File: src/game_pkg.sv
package game_pkg;

    // ========================================
    // Screen geometry
    // ========================================

    // Visible area of the 640x480 mode and the width of the pixel counters.
    localparam int CNT_W      = 12;
    localparam int HOR_PIXELS = 640;
    localparam int VER_PIXELS = 480;

    // Full frame including the porches and the sync pulses.
    localparam int HOR_TOTAL = 800;
    localparam int VER_TOTAL = 525;

    // Sync pulses are active high in [start, end).
    localparam int HSYNC_START = 656;
    localparam int HSYNC_END   = 752;
    localparam int VSYNC_START = 490;
    localparam int VSYNC_END   = 492;

    // ========================================
    // Screen state
    // ========================================

    typedef enum logic [1:0] {
        ST_MENU    = 2'd0,
        ST_PLAYING = 2'd1,
        ST_OVER    = 2'd2
    } state_t;

    // ========================================
    // Colours, 4 bits per channel as RGB
    // ========================================

    localparam logic [11:0] BG_COLOR     = 12'h124;
    localparam logic [11:0] BORDER_COLOR = 12'hFFF;
    localparam logic [11:0] START_FILL   = 12'h0C0;
    localparam logic [11:0] AGAIN_FILL   = 12'hC00;

    // Sprite pixels of this value let the background show through.
    localparam logic [11:0] TRANSPARENT  = 12'h000;

endpackage
File: src/game_screen_top.sv
`timescale 1ns/1ps

module game_screen_top #(
    parameter int BTN_W          = 125,
    parameter int BTN_H          = 75,
    parameter int CLICK_COOLDOWN = 20
) (
    input  logic                     clk,
    input  logic                     rst,
    input  logic [1:0]               char_class,
    input  logic [game_pkg::CNT_W-1:0] mouse_x,
    input  logic [game_pkg::CNT_W-1:0] mouse_y,
    input  logic                     mouse_left,
    input  logic                     game_over,
    output logic                     hsync,
    output logic                     vsync,
    output logic [11:0]              rgb,
    output game_pkg::state_t         state,
    output logic                     game_start,
    output logic                     back_to_menu
);
    import game_pkg::*;

    // Raw timing, one cycle ahead of the colour.
    logic [CNT_W-1:0] hcount;
    logic [CNT_W-1:0] vcount;
    logic             hsync_raw;
    logic             vsync_raw;
    logic             hblnk;
    logic             vblnk;

    vga_timing u_vga_timing (
        .clk    (clk),
        .rst    (rst),
        .hcount (hcount),
        .vcount (vcount),
        .hsync  (hsync_raw),
        .vsync  (vsync_raw),
        .hblnk  (hblnk),
        .vblnk  (vblnk)
    );

    click_decoder #(
        .BTN_W          (BTN_W),
        .BTN_H          (BTN_H),
        .CLICK_COOLDOWN (CLICK_COOLDOWN)
    ) u_click_decoder (
        .clk          (clk),
        .rst          (rst),
        .state        (state),
        .char_class   (char_class),
        .mouse_x      (mouse_x),
        .mouse_y      (mouse_y),
        .mouse_left   (mouse_left),
        .game_start   (game_start),
        .back_to_menu (back_to_menu)
    );

    game_state_ctrl u_game_state_ctrl (
        .clk          (clk),
        .rst          (rst),
        .game_start   (game_start),
        .back_to_menu (back_to_menu),
        .game_over    (game_over),
        .state        (state)
    );

    button_overlay #(
        .BTN_W (BTN_W),
        .BTN_H (BTN_H)
    ) u_button_overlay (
        .clk      (clk),
        .rst      (rst),
        .state    (state),
        .hcount   (hcount),
        .vcount   (vcount),
        .hsync_in (hsync_raw),
        .vsync_in (vsync_raw),
        .hblnk_in (hblnk),
        .vblnk_in (vblnk),
        .hsync    (hsync),
        .vsync    (vsync),
        .rgb      (rgb)
    );

endmodule

File: src/button_overlay.sv
`timescale 1ns/1ps

module button_overlay #(
    parameter int BTN_W = 125,
    parameter int BTN_H = 75
) (
    input  logic                     clk,
    input  logic                     rst,
    input  game_pkg::state_t         state,
    input  logic [game_pkg::CNT_W-1:0] hcount,
    input  logic [game_pkg::CNT_W-1:0] vcount,
    input  logic                     hsync_in,
    input  logic                     vsync_in,
    input  logic                     hblnk_in,
    input  logic                     vblnk_in,
    output logic                     hsync,
    output logic                     vsync,
    output logic [11:0]              rgb
);
    import game_pkg::*;

    localparam int BTN_X  = (HOR_PIXELS - BTN_W) / 2;
    localparam int BTN_Y  = (VER_PIXELS - BTN_H) / 3;
    localparam int CORNER = 4;
    localparam int BORDER = 2;

    logic [CNT_W-1:0] rel_x;
    logic [CNT_W-1:0] rel_y;
    logic             in_rect;
    logic             show_btn;
    logic             corner_x;
    logic             corner_y;
    logic             edge_px;
    logic [11:0]      sprite;
    logic [11:0]      rgb_nxt;

    // ========================================
    // Button sprite
    // ========================================

    always_comb begin
        in_rect = (hcount >= BTN_X) && (hcount < BTN_X + BTN_W) &&
                  (vcount >= BTN_Y) && (vcount < BTN_Y + BTN_H);
        show_btn = (state == ST_MENU) || (state == ST_OVER);

        // Offsets are only meaningful inside the rectangle.
        rel_x = hcount - CNT_W'(BTN_X);
        rel_y = vcount - CNT_W'(BTN_Y);

        corner_x = (rel_x < CORNER) || (rel_x >= BTN_W - CORNER);
        corner_y = (rel_y < CORNER) || (rel_y >= BTN_H - CORNER);
        edge_px  = (rel_x < BORDER) || (rel_x >= BTN_W - BORDER) ||
                   (rel_y < BORDER) || (rel_y >= BTN_H - BORDER);

        // First matching rule wins: rounded corner, then border, then fill.
        if (!(in_rect && show_btn)) begin
            sprite = TRANSPARENT;
        end else if (corner_x && corner_y) begin
            sprite = TRANSPARENT;
        end else if (edge_px) begin
            sprite = BORDER_COLOR;
        end else if (state == ST_MENU) begin
            sprite = START_FILL;
        end else begin
            sprite = AGAIN_FILL;
        end
    end

    // ========================================
    // Colour mix and output register
    // ========================================

    always_comb begin
        rgb_nxt = BG_COLOR;
        if (sprite != TRANSPARENT) begin
            rgb_nxt = sprite;
        end
        if (hblnk_in || vblnk_in) begin
            rgb_nxt = '0;
        end
    end

    // The syncs take the same single register stage as the colour.
    always_ff @(posedge clk or posedge rst) begin
        if (rst) begin
            hsync <= 1'b0;
            vsync <= 1'b0;
            rgb   <= '0;
        end else begin
            hsync <= hsync_in;
            vsync <= vsync_in;
            rgb   <= rgb_nxt;
        end
    end

endmodule

File: src/game_state_ctrl.sv
`timescale 1ns/1ps

module game_state_ctrl (
    input  logic             clk,
    input  logic             rst,
    input  logic             game_start,
    input  logic             back_to_menu,
    input  logic             game_over,
    output game_pkg::state_t state
);
    import game_pkg::*;

    state_t state_nxt;

    // ========================================
    // Next state
    // ========================================

    // Each state listens to one event only; the others are dropped.
    always_comb begin
        state_nxt = state;
        case (state)
            ST_MENU: begin
                if (game_start) begin
                    state_nxt = ST_PLAYING;
                end
            end
            ST_PLAYING: begin
                if (game_over) begin
                    state_nxt = ST_OVER;
                end
            end
            ST_OVER: begin
                if (back_to_menu) begin
                    state_nxt = ST_MENU;
                end
            end
            default: begin
                // Unused encoding, recover to the menu.
                state_nxt = ST_MENU;
            end
        endcase
    end

    // ========================================
    // State register
    // ========================================

    always_ff @(posedge clk or posedge rst) begin
        if (rst) begin
            state <= ST_MENU;
        end else begin
            state <= state_nxt;
        end
    end

endmodule

File: src/click_decoder.sv
`timescale 1ns/1ps

module click_decoder #(
    parameter int BTN_W          = 125,
    parameter int BTN_H          = 75,
    parameter int CLICK_COOLDOWN = 20
) (
    input  logic                     clk,
    input  logic                     rst,
    input  game_pkg::state_t         state,
    input  logic [1:0]               char_class,
    input  logic [game_pkg::CNT_W-1:0] mouse_x,
    input  logic [game_pkg::CNT_W-1:0] mouse_y,
    input  logic                     mouse_left,
    output logic                     game_start,
    output logic                     back_to_menu
);
    import game_pkg::*;

    localparam int BTN_X = (HOR_PIXELS - BTN_W) / 2;
    localparam int BTN_Y = (VER_PIXELS - BTN_H) / 3;
    localparam int CD_W  = (CLICK_COOLDOWN > 0) ? $clog2(CLICK_COOLDOWN + 1) : 1;

    logic [CD_W-1:0] cooldown;
    logic            on_button;
    logic            click_ok;
    logic            fire_start;
    logic            fire_back;

    // ========================================
    // Click qualification
    // ========================================

    always_comb begin
        on_button = (mouse_x >= BTN_X) && (mouse_x < BTN_X + BTN_W) &&
                    (mouse_y >= BTN_Y) && (mouse_y < BTN_Y + BTN_H);
        click_ok  = mouse_left && on_button && (cooldown == '0);

        // The start button only counts once a character has been chosen.
        fire_start = click_ok && (state == ST_MENU) && (char_class != 2'd0);
        fire_back  = click_ok && (state == ST_OVER);
    end

    // ========================================
    // Pulses and cooldown
    // ========================================

    always_ff @(posedge clk or posedge rst) begin
        if (rst) begin
            game_start   <= 1'b0;
            back_to_menu <= 1'b0;
            cooldown     <= '0;
        end else begin
            game_start   <= fire_start;
            back_to_menu <= fire_back;
            if (fire_start || fire_back) begin
                cooldown <= CD_W'(CLICK_COOLDOWN);
            end else if (cooldown != '0) begin
                cooldown <= cooldown - 1'b1;
            end
        end
    end

endmodule

File: src/vga_timing.sv
`timescale 1ns/1ps

module vga_timing (
    input  logic                     clk,
    input  logic                     rst,
    output logic [game_pkg::CNT_W-1:0] hcount,
    output logic [game_pkg::CNT_W-1:0] vcount,
    output logic                     hsync,
    output logic                     vsync,
    output logic                     hblnk,
    output logic                     vblnk
);
    import game_pkg::*;

    logic h_wrap;
    logic v_wrap;

    // ========================================
    // Pixel and line counters
    // ========================================

    assign h_wrap = (hcount == HOR_TOTAL - 1);
    assign v_wrap = (vcount == VER_TOTAL - 1);

    // The horizontal counter runs every cycle.
    always_ff @(posedge clk or posedge rst) begin
        if (rst) begin
            hcount <= '0;
        end else if (h_wrap) begin
            hcount <= '0;
        end else begin
            hcount <= hcount + 1'b1;
        end
    end

    // A new line starts on each horizontal wrap.
    always_ff @(posedge clk or posedge rst) begin
        if (rst) begin
            vcount <= '0;
        end else if (h_wrap) begin
            if (v_wrap) begin
                vcount <= '0;
            end else begin
                vcount <= vcount + 1'b1;
            end
        end
    end

    // ========================================
    // Sync and blanking
    // ========================================

    // Both follow the counters directly, so they line up with hcount and vcount.
    always_comb begin
        hblnk = (hcount >= HOR_PIXELS);
        vblnk = (vcount >= VER_PIXELS);
        hsync = (hcount >= HSYNC_START) && (hcount < HSYNC_END);
        vsync = (vcount >= VSYNC_START) && (vcount < VSYNC_END);
    end

endmodule

File: config.mk
export PLATFORM = sky130hd
export DESIGN_NAME = game_screen_top
export DESIGN_NICKNAME = d
export VERILOG_FILES = /design/src/game_pkg.sv /design/src/game_screen_top.sv /design/src/button_overlay.sv /design/src/game_state_ctrl.sv /design/src/click_decoder.sv /design/src/vga_timing.sv
export SDC_FILE = /design/constraint.sdc
export NUM_CORES = 1
export LEC_CHECK = 0
export ABC_AREA = 1
export BUFFER_PORTS_ARGS = -buffer_cell sky130_fd_sc_hd__buf_2
export CAP_MARGIN = 30
export CORE_UTILIZATION = 40
export DETAILED_ROUTE_END_ITERATION = 12
export GPL_ROUTABILITY_DRIVEN = 0
export GPL_TIMING_DRIVEN = 0
export HOLD_SLACK_MARGIN = 0.02
export PLACE_DENSITY = 0.67
export REMOVE_ABC_BUFFERS = 1
export SKIP_LAST_GASP = 1
export SLEW_MARGIN = 5
export SYNTH_ARGS = -nofsm -noshare
export SYNTH_HDL_FRONTEND = slang
export SYNTH_SLANG_ARGS = --single-unit
File: constraint.sdc
create_clock -name clk -period 2.6 [get_ports clk]
set_clock_uncertainty 0.1 [all_clocks]
set_input_delay 0 -clock clk [delete_from_list [all_inputs] [get_ports clk]]
set_output_delay 0 -clock clk [all_outputs]
set_load 0.1 [all_outputs]
==> results.sh, run 1 <==
export IMPL_root_buffer="clkbuf_8"
export IMPL_firstDrtPassIters=4
export IMPL_nNetsFinal=469
export IMPL_tightest_slew_ns=0.904
export IMPL_hold_violations=0
export IMPL_synth_xor_area_share_pct=4.51
export IMPL_cts_buffers_inserted=5
export IMPL_grt_max_degree=40
export IMPL_fp_coreArea_mm2=0.00646
export IMPL_clkLatencyLatePin_ns=0.29
export IMPL_synthTopCellsByArea="dfrtp_1, nand2_1, nor2_1, inv_1, ha_1"
export IMPL_startpoint_type="flip-flop"
export IMPL_synth_compound_area_share_pct=7.04
export IMPL_worstPathMaxFanout=5
export IMPL_cap_violations=0
export IMPL_r2r_cells=9
export IMPL_cts_tree="done"
export IMPL_cts_num_sinks=39
export IMPL_num_rows=29
export IMPL_synth_flop_cell="dfrtp_1"
export IMPL_initialDrtViolationCount=149
export IMPL_critical_path_arrival_ns=2.49
export IMPL_synthMuxAreaShare_pct=0
export IMPL_syn_to_final_growth_pct=15.2
export IMPL_reg2reg_from="u_click_decoder.cooldown[1]"
export IMPL_post_drt_wl_per_cell_um=12.1
export IMPL_ys_seq_elements=39
export IMPL_finalWirelength_um=6130
export IMPL_utilization_pct=48.5
export IMPL_period_minus_slack_ns=2.36
export IMPL_netlist_instances=376
export IMPL_synth_top_cell_by_area="dfrtp_1"
export IMPL_grt_pass1_vias=2438
export IMPL_ir_drop_v=0.000266
export IMPL_hp_class="in2reg"
export IMPL_io_pins=48
export IMPL_yosysSeqAreaShare_pct=35.9
export IMPL_die_w_um=84.4
export IMPL_drive_gt1_share_pct=17.5
export IMPL_clk_path_buf_depth=2
export IMPL_antenna_found_initial=0
export IMPL_synth_top_family_by_area="simple AND/OR/NAND/NOR gates"
export IMPL_synth_area_mm2=0.00272
export IMPL_start_util_pct=42.1
export IMPL_fin_cells=505
export IMPL_dp_hpwl_um=4790
export IMPL_die_area_mm2=0.00713
export IMPL_rsz0062_at_grt="false"
export IMPL_critPathCaptureType="flip-flop"
export IMPL_clock_fmax_ghz=0.424
export IMPL_slew_headroom_pct=39.3
export IMPL_synth_area_per_cell_um2=7.23
export IMPL_period_share_pct=90.7
export IMPL_leakagePower_nw=1.67
export IMPL_grt_pass1_wl_um=10800
export IMPL_drc=0
export IMPL_setup_viol_count_final=0
export IMPL_htreeDepth=2
export IMPL_status="finished clean"
export IMPL_yosys_area_share_adder_pct=5.52
export IMPL_critPathRequiredTime_ns=2.73
export IMPL_yosysWarnings=0
export IMPL_netlist_area_leader_share_pct=35.9
export IMPL_gr_usage_all_layers_pct=18.8
export IMPL_routed_via_density=5.15
export IMPL_io_buffers=47
export IMPL_holdPathStages=6
export IMPL_vias=2601
export IMPL_drtAntennaViolNets=0
export IMPL_reg2reg_slack_ns=0.24
export IMPL_r2r_end="u_click_decoder.game_start"
export IMPL_synth_edff_count=0
export IMPL_synthSimpleGateAreaFrac_pct=36.3
export IMPL_power_density_mw_per_mm2=396
export IMPL_min_from="mouse_y[6]"
export IMPL_yosysUniqueCellTypes=32
export IMPL_grt_overflow_total=0
export IMPL_clkTransAtPathRegs_ns=0.08
export IMPL_crit_type="reg2reg"
export IMPL_hold_path_end="u_click_decoder.cooldown[4]"
export IMPL_drv_slew=0
export IMPL_diodes=0
export IMPL_die_y_um=84.4
export IMPL_post_cts_buffers=0
export IMPL_async_reset_ff_share_pct=100
export IMPL_dp_cells=489
[cells by family after synthesis]
logic type / Yosys count
simple gates: 210
xor+xnor: 14
buf+inv: 66
compound gates: 35
fa+ha+maj: 12
flops: 39
[state kept, by name, summed over array words and instances, names as in the netlist]
name                          count
u_click_decoder.game_start        1
u_game_state_ctrl.state           2
u_vga_timing.hcount              12
u_click_decoder.cooldown          5
u_button_overlay.rgb              4
u_button_overlay.hsync            1
u_vga_timing.vcount              12
u_click_decoder.back_to_menu      1
u_button_overlay.vsync            1
[Yosys cell counts (2+ instances only)]
cell type  instances
a21oi_1           11
buf_4              9
dfrtp_1           39
ha_1              12
inv_1             52
inv_2              3
nand2_1           71
nand3_1           24
nand3_2            4
nand3b_1           2
nand4_1           15
nor2_1            53
nor2_2             7
nor2_4             2
nor3_1            17
nor3b_1            2
nor4_1             7
o211ai_1           2
o21ai_0           16
o22ai_1            2
or2_2              3
xnor2_1            4
xor2_1            10
[through the flow]
stage                     worst slack, ns  hold WS, ns  power, mW  TNS, ns  cell area [µm²]
after global routing               0.0479        0.266       1.31        0             3130
after floorplan                    -0.765      0.00732      0.794    -3.83             2630
after detailed placement            0.335        0.106      0.847        0             2970
after CTS                           0.254        0.195       1.25        0             3130
after global placement              0.346        0.122      0.840        0             2970
final                               0.241        0.201       1.24        0             3130
[worst max path at each step]
stage,start,end,slack [ns],cells after the start
2_1_floorplan,u_button_overlay.rgb[9],rgb[0],-0.77,0
3_3_place_gp,u_vga_timing.vcount[1],u_button_overlay.rgb[8],0.35,13
3_5_place_dp,u_vga_timing.vcount[1],u_button_overlay.rgb[10],0.34,13
4_1_cts,u_click_decoder.cooldown[0],u_click_decoder.game_start,0.25,9
5_1_grt,u_click_decoder.cooldown[1],u_click_decoder.back_to_menu,0.05,9
6_report,u_click_decoder.cooldown[1],u_click_decoder.game_start,0.24,9
[layer usage]
metal / GRT usage, % / routed length [µm] / part of all wire, % / up-vias
li1: - / - / - / 1316
met1: 24.1 / 2700 / 44 / 1203
met2: 33.3 / 3020 / 49 / 73
met3: 2.46 / 309 / 5.0 / 9
met4: 5.55 / 99 / 1.6 / 0
met5: 0 / 0 / 0 / -
[critical path: stages (launching register included)]
cell           delay [ns]
dfrtp_1              0.40
inv_1                0.07
ha_1                 0.19
nand2_1              0.08
nor3_1               0.36
o21ai_0              0.16
nor2_1               0.13
nand3_1              0.12
nor2_1               0.14
dlygate4sd3_1        0.57
[layout make-up]
class | instances | area, µm²
clock buffers | 6 | 72.6
clock inverters | 2 | 12.5
fillers | 668 | 3330
inverters | 55 | 206
multi-input cells | 271 | 1450
flip-flops and latches | 39 | 976
well taps | 77 | 96.3
repair buffers | 55 | 315
[report_power, final]
part / leakage [nW] / internal [mW] / total, mW / switching, mW
logic: 1.11 / 0.0848 / 0.175 / 0.0904
registers: 0.517 / 0.641 / 0.663 / 0.0226
clock network: 0.0412 / 0.187 / 0.402 / 0.214
[placed cells by master (no fill, tap or decap), drive strengths merged]
master and count:
nand2 72, nor2 62, inv 55, buf 47, dfrtp 39, nand3 28, nor3 17, o21ai 17
nand4 15, ha 12, a21oi 11, xor2 10, dlygate4sd3 8, nor4 7, clkbuf 6, xnor2 4
or2 3, o211ai 2, nand3b 2, nor3b 2, o22ai 2, o31a 1, nor4b 1, and3b 1
o32ai 1, a31oi 1, clkinvlp 1, clkinv 1
[what timing repair did]
action	4_1_cts	5_1_grt
gates resized for setup	0	0
setup endpoints to repair	0	0
hold buffers	8	0
hold endpoints to repair	43	0
(Power assumes the default switching activity.)
==> run 2: changes to the inputs <==
--- a/config.mk
+++ b/config.mk
@@ -14,6 +14,7 @@
 export GPL_TIMING_DRIVEN = 0
 export HOLD_SLACK_MARGIN = 0.02
 export PLACE_DENSITY = 0.67
+export RECOVER_POWER = 25
 export REMOVE_ABC_BUFFERS = 1
 export SKIP_LAST_GASP = 1
 export SLEW_MARGIN = 5
==> results.sh, run 2 (synthesized netlist as in run 1, its figures left out) <==
export IMPL_status="finished clean"
export IMPL_post_drt_wl_per_cell_um=12.1
export IMPL_dp_worst_setup_slack_ns=0.335
export IMPL_drtAntennaViolNets=0
export IMPL_clkTransAtPathRegs_ns=0.08
export IMPL_hold_path_end="u_click_decoder.cooldown[4]"
export IMPL_die_area_mm2=0.00713
export IMPL_hold_violations=0
export IMPL_dp_hpwl_um=4790
export IMPL_period_share_pct=90.7
export IMPL_antenna_found_initial=0
export IMPL_cts_buffers_inserted=5
export IMPL_drive_gt1_share_pct=15.9
export IMPL_finalWirelength_um=6130
export IMPL_crit_start="u_click_decoder.cooldown[1]"
export IMPL_rsz0062_at_grt="false"
export IMPL_clkLatencyLatePin_ns=0.29
export IMPL_root_buffer="clkbuf_8"
export IMPL_reg2reg_slack_ns=0.24
export IMPL_start_util_pct=42.1
export IMPL_worstPathMaxFanout=5
export IMPL_critPathRequiredTime_ns=2.73
export IMPL_hp_class="in2reg"
export IMPL_syn_to_final_growth_pct=14.9
export IMPL_die_w_um=84.4
export IMPL_initialDrtViolationCount=149
export IMPL_firstDrtPassIters=4
export IMPL_crit_type="reg2reg"
export IMPL_reg2reg_from="u_click_decoder.cooldown[1]"
export IMPL_clkPwrFrac_pct=32.4
export IMPL_multi_input_area_mm2=0.00145
export IMPL_layout_commonest_cell="nand2_1"
export IMPL_timing_final_ws_setup_ns=0.241
export IMPL_setup_viol_count_final=0
export IMPL_critical_path_arrival_ns=2.49
export IMPL_grt_max_degree=40
export IMPL_gr_usage_all_layers_pct=18.8
export IMPL_die_y_um=84.4
export IMPL_grt_pass1_wl_um=10800
export IMPL_tightest_slew_ns=1.42
export IMPL_htreeDepth=2
export IMPL_ir_drop_v=0.000266
export IMPL_startpoint_type="flip-flop"
export IMPL_placed_area_mm2=0.00297
export IMPL_grt_overflow_total=0
export IMPL_cts_num_sinks=39
export IMPL_cts_resized_gates=0
export IMPL_swShare_pct=26.4
export IMPL_reg_largest_list="u_vga_timing.hcount: 12 flops, u_vga_timing.vcount: 12 flops, u_click_decoder.cooldown: 5 flops"
export IMPL_hold_ws_ns=0.201
export IMPL_finalSetupTns_ns=0
export IMPL_r2r_end="u_click_decoder.game_start"
export IMPL_power_density_mw_per_mm2=397
export IMPL_clk_path_buf_depth=2
export IMPL_fp_coreArea_mm2=0.00646
export IMPL_diodes=0
export IMPL_leakagePower_nw=1.64
export IMPL_clock_fmax_ghz=0.424
export IMPL_fill_cells=672
export IMPL_period_minus_slack_ns=2.36
export IMPL_p_total_mw=1.24
export IMPL_slew_headroom_pct=5.21
export IMPL_r2r_cells=9
export IMPL_io_pins=48
export IMPL_holdPathStages=6
export IMPL_final_cell_mix="nand2_1, nor2_1, inv_1"
export IMPL_cts_tree="done"
export IMPL_final_area_mm2=0.00312
export IMPL_p_switching_mw=0.327
export IMPL_io_buffers=47
export IMPL_seq_power_share_pct=53.5
export IMPL_dp_cells=489
export IMPL_grt_pass1_vias=2438
export IMPL_fin_cells=505
export IMPL_vias=2604
export IMPL_critPathCaptureType="flip-flop"
export IMPL_drc=0
export IMPL_min_from="mouse_y[6]"
export IMPL_nNetsFinal=469
export IMPL_num_rows=29
export IMPL_seq_area_um2=976
export IMPL_pwr_share_comb_pct=14.1
export IMPL_utilization_pct=48.4
export IMPL_cap_violations=0
export IMPL_drv_slew=0
export IMPL_routed_via_density=5.16
export IMPL_p_int_mw=0.913
[run 2: metal layers]
| layer | GRT usage, % | routed length, µm | vias to the layer above |
|---|---|---|---|
| met4 | 5.55 | 99 | 0 |
| met2 | 33.3 | 3020 | 73 |
| met3 | 2.46 | 309 | 9 |
| li1 | - | - | 1317 |
| met1 | 24.1 | 2700 | 1205 |
| met5 | 0 | 0 | - |
[run 2: worst max-delay path by stage]
stage,end,cells past startpoint
finish,u_click_decoder.game_start,9
global route,u_click_decoder.back_to_menu,9
CTS,u_click_decoder.game_start,9
detailed placement,u_button_overlay.rgb[10],13
global placement,u_button_overlay.rgb[8],13
floorplan,rgb[0],0
[run 2: repair_timing]
item	4_1_cts	5_1_grt
hold buffers	8	0
setup buffers	0	0
hold endpoints to repair	43	0
[run 2: critical path, stage by stage, from the launching register on]
cell,delay (ns)
dfrtp_1,0.40
inv_1,0.07
ha_1,0.19
nand2_1,0.08
nor3_1,0.36
o21ai_0,0.16
nor2_1,0.13
nand3_1,0.12
nor2_1,0.14
dlygate4sd3_1,0.57
[run 2: cell type report]
| cell class | count | share of cell area [%] |
|---|---|---|
| Clock inverter | 2 | 0.401 |
| Multi-Input combinational cell | 271 | 46.5 |
| Timing Repair Buffer | 55 | 9.86 |
| Clock buffer | 6 | 2.32 |
| Sequential cell | 39 | 31.2 |
| Tap cell | 77 | 3.08 |
| Inverter | 55 | 6.61 |
[run 2: power groups by stage]
stage	Combinational (mW)	Clock (mW)	Sequential (mW)
floorplan	0.124	0	0.669
global placement	0.167	0	0.674
detailed placement	0.173	0	0.674
CTS	0.178	0.413	0.663
global route	0.200	0.439	0.669
finish	0.175	0.402	0.663
